<file path="config.mk">
export PLATFORM = sky130hd
export DESIGN_NAME = ps_bridge_top
export DESIGN_NICKNAME = d
export VERILOG_FILES = /design/src/rtl/axi_lite_pkg.sv /design/src/rtl/sys_bus_pkg.sv /design/src/rtl/axi_slave.sv /design/src/rtl/sys_bus_decoder.sv /design/src/rtl/reg_bank.sv /design/src/rtl/ps_bridge_top.sv
export VERILOG_INCLUDE_DIRS = /design/src /design/src/rtl
export SDC_FILE = /design/constraint.sdc
export NUM_CORES = 1
export LEC_CHECK = 0
export ABC_AREA = 1
export BUFFER_PORTS_ARGS = -buffer_cell sky130_fd_sc_hd__buf_2
export CAP_MARGIN = 0
export CORE_ASPECT_RATIO = 0.9
export CORE_UTILIZATION = 55
export CTS_CLUSTER_DIAMETER = 150
export DETAILED_ROUTE_END_ITERATION = 16
export GPL_ROUTABILITY_DRIVEN = 1
export GPL_TIMING_DRIVEN = 1
export PLACE_DENSITY = 0.76
export SYNTH_ARGS = -nofsm -noshare
export SYNTH_HDL_FRONTEND = slang
export SYNTH_HIERARCHICAL = 1
export SYNTH_SLANG_ARGS = --single-unit
</file>
<file path="constraint.sdc">
create_clock -name clk -period 2.8 [get_ports clk]
set_input_delay 0.56 -clock clk [delete_from_list [all_inputs] [get_ports clk]]
set_output_delay 0.56 -clock clk [all_outputs]
set_load 0.005 [all_outputs]
</file>
<file path="src/rtl/bridge_config.svh">
/*
  Build-wide sizes for the processor-to-fabric bridge.
  Included by the packages and by any module that needs bank count or widths.
*/

`ifndef BRIDGE_CONFIG_SVH
`define BRIDGE_CONFIG_SVH

// System bus and AXI4-Lite widths
`define SYS_AW 32
`define SYS_DW 32

// Register banks behind the decoder
`define NUM_BANKS 3

// Identification value of bank 0, later banks add their index
`define BANK_ID_BASE 32'hB41F_0000

`endif

</file>
<file path="src/rtl/axi_lite_pkg.sv">
/*
  AXI4-Lite channel payloads and response codes.
  Ports name these types by scope; module bodies import the package.
*/

`default_nettype none

`include "bridge_config.svh"

package axi_lite_pkg;

  // Plain vectors
  typedef logic [`SYS_AW-1:0]   axi_addr_t;
  typedef logic [`SYS_DW-1:0]   axi_data_t;
  typedef logic [`SYS_DW/8-1:0] axi_strb_t;
  typedef logic [1:0]           axi_resp_t;

  // Response codes in use, no EXOKAY or DECERR
  localparam axi_resp_t resp_okay   = 2'd0;
  localparam axi_resp_t resp_slverr = 2'd2;

  // Channel payloads
  typedef struct packed {axi_addr_t addr;} axi_aw_t;
  typedef struct packed {axi_data_t data; axi_strb_t strb;} axi_w_t;
  typedef struct packed {axi_addr_t addr;} axi_ar_t;
  typedef struct packed {axi_resp_t resp;} axi_b_t;
  typedef struct packed {axi_data_t data; axi_resp_t resp;} axi_r_t;

endpackage

`default_nettype wire

</file>
<file path="src/rtl/sys_bus_pkg.sv">
/*
  Simple system bus types shared by slave, decoder and register banks.
  One strobe cycle per request, one ack cycle per answer.
*/

`default_nettype none

`include "bridge_config.svh"

package sys_bus_pkg;

  typedef logic [`SYS_AW-1:0]   sys_addr_t;
  typedef logic [`SYS_DW-1:0]   sys_data_t;
  typedef logic [`SYS_DW/8-1:0] sys_sel_t;

  // Bank from addr[15:12], register from addr[3:2]
  typedef logic [3:0] bank_idx_t;
  typedef logic [1:0] reg_idx_t;

  // Request, wen and ren are single-cycle strobes
  typedef struct packed {
    sys_addr_t addr;
    sys_data_t wdata;
    sys_sel_t  sel;
    logic      wen;
    logic      ren;
  } sys_req_t;

  // Answer, rdata and err only meaningful with ack
  typedef struct packed {
    sys_data_t rdata;
    logic      err;
    logic      ack;
  } sys_rsp_t;

endpackage

`default_nettype wire

</file>
<file path="src/rtl/axi_slave.sv">
/*
  AXI4-Lite slave acting as master of the system bus.
  One transaction in flight; a write wins over a read pending in the same cycle.
  Strobe one cycle after accept, response valid one cycle after the ack.
*/

`timescale 1ns/10ps
`default_nettype none

module axi_slave (
  input  wire                      clk,
  input  wire                      rst_n,
  // Write address and data
  input  wire axi_lite_pkg::axi_aw_t aw,
  input  wire                      aw_valid,
  output logic                     aw_ready,
  input  wire axi_lite_pkg::axi_w_t  w,
  input  wire                      w_valid,
  output logic                     w_ready,
  // Read address
  input  wire axi_lite_pkg::axi_ar_t ar,
  input  wire                      ar_valid,
  output logic                     ar_ready,
  // Responses
  output axi_lite_pkg::axi_b_t     b,
  output logic                     b_valid,
  input  wire                      b_ready,
  output axi_lite_pkg::axi_r_t     r,
  output logic                     r_valid,
  input  wire                      r_ready,
  // System bus
  output sys_bus_pkg::sys_req_t    req,
  input  wire sys_bus_pkg::sys_rsp_t rsp
);

  import axi_lite_pkg::*;
  import sys_bus_pkg::*;

  typedef enum logic [1:0] {
    st_idle,
    st_issue,
    st_wait_ack,
    st_respond
  } state_t;

  state_t    state;
  logic      is_write;
  logic      wr_take;
  logic      rd_take;
  logic      resp_take;
  axi_addr_t addr_q;
  axi_data_t wdata_q;
  axi_strb_t strb_q;
  axi_data_t rdata_q;
  axi_resp_t resp_q;

  ////////////////////////////////////////////////////////////////////////////
  // Request half
  ////////////////////////////////////////////////////////////////////////////

  // Write needs both address and data present
  assign wr_take = (state == st_idle) && aw_valid && w_valid;
  // Read only when no full write is waiting
  assign rd_take = (state == st_idle) && ar_valid && !(aw_valid && w_valid);

  assign aw_ready = wr_take;
  assign w_ready  = wr_take;
  assign ar_ready = rd_take;

  // Master took b or r
  assign resp_take = (is_write && b_ready) || (!is_write && r_ready);

  always_ff @(posedge clk or negedge rst_n) begin
    if (!rst_n) begin
      state    <= st_idle;
      is_write <= 1'b0;
    end else begin
      case (state)
        st_idle: begin
          if (wr_take || rd_take) begin
            is_write <= wr_take;
            state    <= st_issue;
          end
        end
        // Strobe is out this cycle
        st_issue: state <= st_wait_ack;
        st_wait_ack: begin
          if (rsp.ack) begin
            state <= st_respond;
          end
        end
        // Hold until the master is ready
        st_respond: begin
          if (resp_take) begin
            state <= st_idle;
          end
        end
        default: state <= st_idle;
      endcase
    end
  end

  // Captured transaction and answer
  always_ff @(posedge clk) begin
    if (wr_take) begin
      addr_q  <= aw.addr;
      wdata_q <= w.data;
      strb_q  <= w.strb;
    end else if (rd_take) begin
      addr_q <= ar.addr;
    end
    if ((state == st_wait_ack) && rsp.ack) begin
      rdata_q <= rsp.rdata;
      resp_q  <= rsp.err ? resp_slverr : resp_okay;
    end
  end

  // Single-cycle strobe in st_issue
  assign req = '{addr:  sys_addr_t'(addr_q),
                 wdata: sys_data_t'(wdata_q),
                 sel:   sys_sel_t'(strb_q),
                 wen:   (state == st_issue) && is_write,
                 ren:   (state == st_issue) && !is_write};

  ////////////////////////////////////////////////////////////////////////////
  // Response channels
  ////////////////////////////////////////////////////////////////////////////

  assign b_valid = (state == st_respond) && is_write;
  assign b       = '{resp: resp_q};
  assign r_valid = (state == st_respond) && !is_write;
  assign r       = '{data: rdata_q, resp: resp_q};

endmodule

`default_nettype wire

</file>
<file path="src/rtl/sys_bus_decoder.sv">
/*
  System bus decoder, one request in, one request per register bank out.
  Unmapped bank indices get a registered error ack one cycle after the strobe.
*/

`timescale 1ns/10ps
`default_nettype none

`include "bridge_config.svh"

module sys_bus_decoder (
  input  wire                        clk,
  input  wire                        rst_n,
  input  wire sys_bus_pkg::sys_req_t req,
  output sys_bus_pkg::sys_rsp_t      rsp,
  output sys_bus_pkg::sys_req_t      bank_req [`NUM_BANKS],
  input  wire sys_bus_pkg::sys_rsp_t bank_rsp [`NUM_BANKS]
);

  import sys_bus_pkg::*;

  bank_idx_t bank_idx;
  logic      hit;
  logic      err_ack;

  // Bank field of the address
  assign bank_idx = bank_idx_t'(req.addr[15:12]);
  assign hit      = (bank_idx < bank_idx_t'(`NUM_BANKS));

  // Strobes only reach the addressed bank
  always_comb begin
    for (int i = 0; i < `NUM_BANKS; i++) begin
      bank_req[i] = req;
      if (bank_idx != bank_idx_t'(i)) begin
        bank_req[i].wen = 1'b0;
        bank_req[i].ren = 1'b0;
      end
    end
  end

  // Error ack for strobes nobody answers
  always_ff @(posedge clk or negedge rst_n) begin
    if (!rst_n) begin
      err_ack <= 1'b0;
    end else begin
      err_ack <= (req.wen || req.ren) && !hit;
    end
  end

  // Address is held by the slave until the ack, so the same index picks the answer
  always_comb begin
    rsp = '0;
    for (int i = 0; i < `NUM_BANKS; i++) begin
      if (bank_idx == bank_idx_t'(i)) begin
        rsp = bank_rsp[i];
      end
    end
    if (!hit) begin
      rsp.rdata = '0;
      rsp.err   = err_ack;
      rsp.ack   = err_ack;
    end
  end

endmodule

`default_nettype wire

</file>
<file path="src/rtl/reg_bank.sv">
/*
  Register bank, three byte-writable registers and a read-only ID register.
  Every strobe is acked one cycle later without error.
*/

`timescale 1ns/10ps
`default_nettype none

`include "bridge_config.svh"

module reg_bank #(
  parameter int unsigned bank_index = 0
) (
  input  wire                        clk,
  input  wire                        rst_n,
  input  wire sys_bus_pkg::sys_req_t req,
  output sys_bus_pkg::sys_rsp_t      rsp
);

  import sys_bus_pkg::*;

  sys_data_t regs [3];
  sys_data_t rd_mux;
  sys_data_t rdata_q;
  reg_idx_t  reg_idx;
  logic      ack_q;

  assign reg_idx = reg_idx_t'(req.addr[3:2]);

  // Register 3 is the identification word
  assign rd_mux = (reg_idx == 2'd3) ? sys_data_t'(`BANK_ID_BASE + bank_index)
                                    : regs[reg_idx];

  // Byte writes, writes to the ID slot are dropped
  always_ff @(posedge clk or negedge rst_n) begin
    if (!rst_n) begin
      for (int i = 0; i < 3; i++) begin
        regs[i] <= '0;
      end
      ack_q <= 1'b0;
    end else begin
      ack_q <= req.wen || req.ren;
      if (req.wen && (reg_idx != 2'd3)) begin
        for (int b = 0; b < `SYS_DW/8; b++) begin
          if (req.sel[b]) begin
            regs[reg_idx][b*8 +: 8] <= req.wdata[b*8 +: 8];
          end
        end
      end
    end
  end

  // Read data lines up with the ack
  always_ff @(posedge clk) begin
    if (req.ren) begin
      rdata_q <= rd_mux;
    end
  end

  assign rsp = '{rdata: rdata_q, err: 1'b0, ack: ack_q};

endmodule

`default_nettype wire

</file>
<file path="src/rtl/ps_bridge_top.sv">
/*
  Bridge top, AXI4-Lite slave in front of the decoder and the register banks.
*/

`timescale 1ns/10ps
`default_nettype none

`include "bridge_config.svh"

module ps_bridge_top (
  input  wire                        clk,
  input  wire                        rst_n,
  input  wire axi_lite_pkg::axi_aw_t aw,
  input  wire                        aw_valid,
  output logic                       aw_ready,
  input  wire axi_lite_pkg::axi_w_t  w,
  input  wire                        w_valid,
  output logic                       w_ready,
  input  wire axi_lite_pkg::axi_ar_t ar,
  input  wire                        ar_valid,
  output logic                       ar_ready,
  output axi_lite_pkg::axi_b_t       b,
  output logic                       b_valid,
  input  wire                        b_ready,
  output axi_lite_pkg::axi_r_t       r,
  output logic                       r_valid,
  input  wire                        r_ready
);

  import sys_bus_pkg::*;

  sys_req_t sys_req;
  sys_rsp_t sys_rsp;
  sys_req_t bank_req [`NUM_BANKS];
  sys_rsp_t bank_rsp [`NUM_BANKS];

  // AXI side
  axi_slave u_axi_slave (
    .clk      (clk),
    .rst_n    (rst_n),
    .aw       (aw),
    .aw_valid (aw_valid),
    .aw_ready (aw_ready),
    .w        (w),
    .w_valid  (w_valid),
    .w_ready  (w_ready),
    .ar       (ar),
    .ar_valid (ar_valid),
    .ar_ready (ar_ready),
    .b        (b),
    .b_valid  (b_valid),
    .b_ready  (b_ready),
    .r        (r),
    .r_valid  (r_valid),
    .r_ready  (r_ready),
    .req      (sys_req),
    .rsp      (sys_rsp)
  );

  sys_bus_decoder u_decoder (
    .clk      (clk),
    .rst_n    (rst_n),
    .req      (sys_req),
    .rsp      (sys_rsp),
    .bank_req (bank_req),
    .bank_rsp (bank_rsp)
  );

  // One bank per decoder slot
  for (genvar i = 0; i < `NUM_BANKS; i++) begin : g_bank
    reg_bank #(
      .bank_index (i)
    ) u_bank (
      .clk   (clk),
      .rst_n (rst_n),
      .req   (bank_req[i]),
      .rsp   (bank_rsp[i])
    );
  end

endmodule

`default_nettype wire

</file>
==> results.sh, run 1 <==
export IMPL_fin_worst_skew_ps=13.32
export IMPL_clock_path_buffers=3
export IMPL_drc=0
export IMPL_grt_start_max_net_pins=80
export IMPL_p_leak_nw=10.03
export IMPL_p_int_mw=12.35
export IMPL_grt_total_usage_pct=26.12
export IMPL_drv_slew=0
export IMPL_maxClockFrequency_mhz=396.9
export IMPL_clk_latency_ps=550
export IMPL_nNetsFinal=2202
export IMPL_vias=14680
export IMPL_run_status="complete, no violations"
export IMPL_area_growth_pct=8.446
export IMPL_final_common_cell="nand2_1"
export IMPL_synthCells=2112
export IMPL_instances_no_fill=2605
export IMPL_critPathRequiredTime_ps=2240
export IMPL_clkPwrFrac_pct=37.5
export IMPL_viasPerCell=5.635
export IMPL_yosys_warnings=6
export IMPL_drtPass1Iterations=6
export IMPL_die_y_um=184.2
export IMPL_fp_dieArea_um2=37640
export IMPL_placedCellCount=2517
export IMPL_fillers=2835
export IMPL_worstSetupEndpointType="output pin"
export IMPL_dp_hpwl_um=31120
export IMPL_cts_buffers=47
export IMPL_clk_pin_slew_ps=60
export IMPL_seq_power_share_pct=47.6
export IMPL_die_w_um=204.4
export IMPL_grt_pass1_wl_um=75240
export IMPL_core_area_um2=36250
export IMPL_fin_crit_sh_pct=89.98
export IMPL_clkSinkCount=466
export IMPL_startpoint_type="flop"
export IMPL_final_cell_mix="737 x nand2_1, 295 x dfrtp_1, 239 x nand3_1, 225 x o21ai_0, 171 x edfxtp_1"
export IMPL_finalSetupViolCount=0
export IMPL_p_per_area_nw_per_um2=779.9
export IMPL_grt_overflow=0
export IMPL_post_cts_resized=0
export IMPL_grt_setup_unrepaired="false"
export IMPL_drt_total_wl_um=47860
export IMPL_regArea_um2=12520
export IMPL_drv_cap=0
export IMPL_fin_tns_setup_ps=0
export IMPL_worstRegToRegCells=7
export IMPL_start_util_pct=55.94
export IMPL_antenna_found_initial=0
export IMPL_tightest_slew_ps=779.7
export IMPL_synth_area_um2=20280
export IMPL_cts_tree="done"
export IMPL_place_congestion=0.8360
export IMPL_rows=66
export IMPL_grt_pass1_vias=13910
export IMPL_hold_viol_final=0
export IMPL_postRouteAntennaNets=0
export IMPL_min_path_cells=1
export IMPL_routedWlPerCell_um=18.37
export IMPL_ir_worst_vdd_v=0.0004513
export IMPL_first_iter_violations=1584
export IMPL_num_io_pins=148
export IMPL_postCtsSetupBuffers=0
export IMPL_relSlewSlack_pct=48.02
export IMPL_swShare_pct=28.00
export IMPL_hold_buffers=1
export IMPL_power_switching_mw=4.802
export IMPL_ctsHtreeMaxLevel=2
export IMPL_power_mw=17.15
export IMPL_path_class="flop to output pin"
export IMPL_numPortBuffers=93
export IMPL_drive_gt1_share_pct=12.54
export IMPL_cts_root_buf="clkbuf_16"
export IMPL_synth_avg_cell_area_um2=9.602
export IMPL_period_minus_slack_ps=2519
export IMPL_worst_ep_arrival_time_ps=1960
export IMPL_diodes=0
export IMPL_path_max_fanout=9
export IMPL_multi_input_area_um2=5873
export IMPL_comb_power_share_pct=14.9
export IMPL_hold_class="input port to flop"
## power groups by stage
stage	clock network, mW	logic (mW)	registers, mW
after global routing	6.78	2.80	8.22
after floorplan	0	1.91	8.11
after global placement	0	2.43	8.26
after CTS	6.52	2.54	8.16
final	6.42	2.56	8.17
after detailed placement	0	2.51	8.28
## flip-flops by register name (all words and copies together), names as in the netlist
name                   cells
g_bank.u_bank/ack_q        3
g_bank.u_bank/rdata_q     96
g_bank.u_bank/regs       288
u_axi_slave/addr_q         6
u_axi_slave/b              1
u_axi_slave/is_write       1
u_axi_slave/rdata_q       32
u_axi_slave/state          2
u_axi_slave/strb_q         4
u_axi_slave/wdata_q       32
u_decoder/err_ack          1
## critical path: stages, from the launching register on
cell,delay (ps)
dfrtp_1,420
inv_1,110
ha_1,250
nand3_2,230
clkinv_2,230
buf_2,160
## path summary, 6_finish.rpt
| path | startpoint | end | slack, ps |
|---|---|---|---|
| hold / removal | w[34] | u_axi_slave/wdata_q[30]$_DFFE_PN_ | 180 |
| setup reg to reg | u_axi_slave/addr_q[13]$_DFFE_PP_ | g_bank[2].u_bank/regs[10]$_DFFE_PN0P_ | 340 |
| setup / recovery | u_axi_slave/state[0]$_DFFE_PN0P_ | aw_ready | 280 |
| max in group asynchronous | rst_n | g_bank[0].u_bank/regs[53]$_DFFE_PN0P_ | 1370 |
| hold reg to reg | g_bank[0].u_bank/regs[66]$_DFFE_PN0P_ | g_bank[0].u_bank/regs[66]$_DFFE_PN0P_ | 480 |
| min in group asynchronous | rst_n | g_bank[1].u_bank/regs[3]$_DFFE_PN0P_ | 600 |
## metal layers
metal	vias to the layer above	track usage [%]	wire length, µm
met5	-	0	0
met4	0	8.358	1283
li1	6765	-	-
met3	111	4.880	4139
met2	691	42.18	22530
met1	7113	35.89	19910
## per-stage QoR
stage          hold slack [ps]  setup WS [ps]  area, µm²  utilization (%)
3_3_place_gp             460.5          496.0      20370            56.18
4_1_cts                  162.3          257.1      21990            60.66
5_1_grt                  164.6          139.5      21990            60.66
2_1_floorplan            264.4          28.61      20280                -
6_report                 179.6          280.7      21990            60.66
3_5_place_dp             465.2          436.4      20370            56.18
## final cells by class
class | count | area share [%]
flip-flops and latches | 466 | 56.92
multi-input cells | 1308 | 26.71
clock buffers | 67 | 6.395
repair buffers | 145 | 4.176
well taps | 476 | 2.708
inverters | 123 | 2.151
clock inverters | 20 | 0.9501
No activity file was read; power rests on OpenSTA's default activity.
==> run 2: changes to the inputs <==
--- a/config.mk
+++ b/config.mk
@@ -6,7 +6,6 @@
 export SDC_FILE = /design/constraint.sdc
 export NUM_CORES = 1
 export LEC_CHECK = 0
-export ABC_AREA = 1
 export BUFFER_PORTS_ARGS = -buffer_cell sky130_fd_sc_hd__buf_2
 export CAP_MARGIN = 0
 export CORE_ASPECT_RATIO = 0.9
==> results.sh, run 2 <==
export IMPL_synthCells=1376
export IMPL_p_leak_nw=10.75
export IMPL_largest_register="g_bank.u_bank/regs"
export IMPL_antenna_found_initial=0
export IMPL_worst_ep_arrival_time_ps=2000
export IMPL_run_status="complete, no violations"
export IMPL_yosys_warnings=6
export IMPL_fp_dieArea_um2=39910
export IMPL_seq_power_share_pct=48.3
export IMPL_maxClockFrequency_mhz=390.1
export IMPL_drc=0
export IMPL_drtPass1Iterations=5
export IMPL_synth_area_um2=21510
export IMPL_diodes=0
export IMPL_worstSetupEndpointType="output pin"
export IMPL_finalSetupViolCount=0
export IMPL_largest_reg_flops=288
export IMPL_fillers=2885
export IMPL_ir_worst_vdd_v=0.0005034
export IMPL_die_w_um=210.5
export IMPL_dp_hpwl_um=28440
export IMPL_ctsHtreeMaxLevel=2
export IMPL_tightest_slew_ps=1129
export IMPL_final_area_um2=23170
export IMPL_vias=11120
export IMPL_die_y_um=189.6
export IMPL_postCtsSetupBuffers=0
export IMPL_cp_cell_sequence="inv_1 > ha_1 > nand3_4 > inv_2 > buf_2"
export IMPL_cts_root_buf="clkbuf_16"
export IMPL_grt_pass1_wl_um=68410
export IMPL_drive_gt1_share_pct=40.95
export IMPL_drv_slew=0
export IMPL_nNetsFinal=1488
export IMPL_relSlewSlack_pct=24.70
export IMPL_numPortBuffers=93
export IMPL_hold_viol_final=0
export IMPL_grt_overflow=0
export IMPL_critPathSlowestCell="dfrtp_1"
export IMPL_final_common_cell="dfrtp_1"
export IMPL_drt_total_wl_um=43350
export IMPL_hold_buffers=1
export IMPL_path_max_fanout=11
export IMPL_cts_tree="done"
export IMPL_clock_path_buffers=3
export IMPL_p_int_mw=12.41
export IMPL_place_congestion=0.8105
export IMPL_period_minus_slack_ps=2564
export IMPL_top_regs="g_bank.u_bank/regs x288, g_bank.u_bank/rdata_q x96"
export IMPL_first_iter_violations=698
export IMPL_viasPerCell=5.735
export IMPL_clk_pin_slew_ps=60
export IMPL_comb_power_share_pct=15.9
export IMPL_fin_crit_sh_pct=91.56
export IMPL_grt_total_usage_pct=22.45
export IMPL_drv_cap=0
export IMPL_grt_start_max_net_pins=70
export IMPL_fin_tns_setup_ps=0
export IMPL_rows=68
export IMPL_swShare_pct=26.47
export IMPL_critPathRequiredTime_ps=2240
export IMPL_area_growth_pct=7.724
export IMPL_clk_latency_ps=560
export IMPL_synth_avg_cell_area_um2=15.63
export IMPL_fin_worst_skew_ps=19.90
export IMPL_cts_buffers=47
export IMPL_clkPwrFrac_pct=35.8
export IMPL_cpPeakStageDelay_ps=400
export IMPL_fin_ws_ps=236.2
export IMPL_crit_family="buffers and inverters"
export IMPL_place_ws_ps=333.5
export IMPL_fin_util_pct=60.26
export IMPL_start_util_pct=55.93
export IMPL_clkSinkCount=466
export IMPL_cp_buffers_inverters=3
export IMPL_routedWlPerCell_um=22.36
export IMPL_startpoint_type="flop"
export IMPL_grt_pass1_vias=11625
export IMPL_place_area_um2=21670
export IMPL_grt_setup_unrepaired="false"
export IMPL_final_cell_mix="295 x dfrtp_1, 231 x mux2_2, 171 x edfxtp_1, 100 x mux2i_1, 92 x buf_2"
export IMPL_hold_class="input port to flop"
export IMPL_path_class="flop to output pin"
export IMPL_p_per_area_nw_per_um2=728.2
export IMPL_post_cts_resized=0
export IMPL_core_area_um2=38460
export IMPL_num_io_pins=148
export IMPL_power_switching_mw=4.467
export IMPL_postRouteAntennaNets=0
## run 2: final cells by class
class	count	area [µm²]	area share (%)
clock buffers	77	1431	6.177
clock inverters	9	60.06	0.2592
inverters	4	15.01	0.06479
multi-input cells	709	7481	32.28
flip-flops and latches	466	12520	54.02
well taps	525	656.9	2.835
repair buffers	149	1011	4.363
## run 2: worst paths after layout
check / start / end / slack (ps) / cells after the start
worst min-delay path: w[13] / u_axi_slave/wdata_q[9]$_DFFE_PN_ / 170 / 1
max in group asynchronous: rst_n / g_bank[1].u_bank/regs[26]$_DFFE_PN0P_ / 1430 / 3
min in group asynchronous: rst_n / g_bank[1].u_bank/regs[76]$_DFFE_PN0P_ / 580 / 2
worst min register to register: g_bank[1].u_bank/regs[27]$_DFFE_PN0P_ / g_bank[1].u_bank/regs[27]$_DFFE_PN0P_ / 490 / 1
worst max register to register: u_axi_slave/state[1]$_DFFE_PN0P_ / g_bank[0].u_bank/regs[80]$_DFFE_PN0P_ / 340 / 8
worst max-delay path: u_axi_slave/state[0]$_DFFE_PN0P_ / aw_ready / 240 / 5
## run 2: worst reg2reg max path, stage by stage, from the launching register on
cell and delay (ps):
dfrtp_1 420, inv_1 100, ha_1 160, and2_2 180
nor4b_2 420, buf_12 220, nor4bb_2 260, buf_4 270
mux2_4 320
## run 2: power groups by stage
stage / clock (mW) / sequential (mW) / combinational, mW
after floorplan: 0 / 8.05 / 2.23
after global placement: 0 / 8.23 / 2.62
after detailed placement: 0 / 8.26 / 2.67
after CTS: 6.17 / 8.14 / 2.69
after global routing: 6.43 / 8.21 / 2.87
final: 6.04 / 8.15 / 2.69
## run 2: routing by layer
layer / share of wire [%] / vias up / global-route usage [%]
met5: 0 / - / 0
li1: - / 4962 / -
met3: 5.3 / 53 / 4.011
met2: 46 / 242 / 35.07
met1: 47 / 5863 / 32.88
met4: 1.6 / 0 / 5.184
## run 2: through the flow
stage | cells | hold WS [ps] | power [mW]
finish | 1939 | 173.1 | 16.88
global route | 1939 | 153.7 | 17.51
CTS | 1939 | 150.0 | 17.00
detailed placement | 1852 | 482.3 | 10.94
global placement | 1852 | 474.0 | 10.85
floorplan | 1377 | 264.4 | 10.28
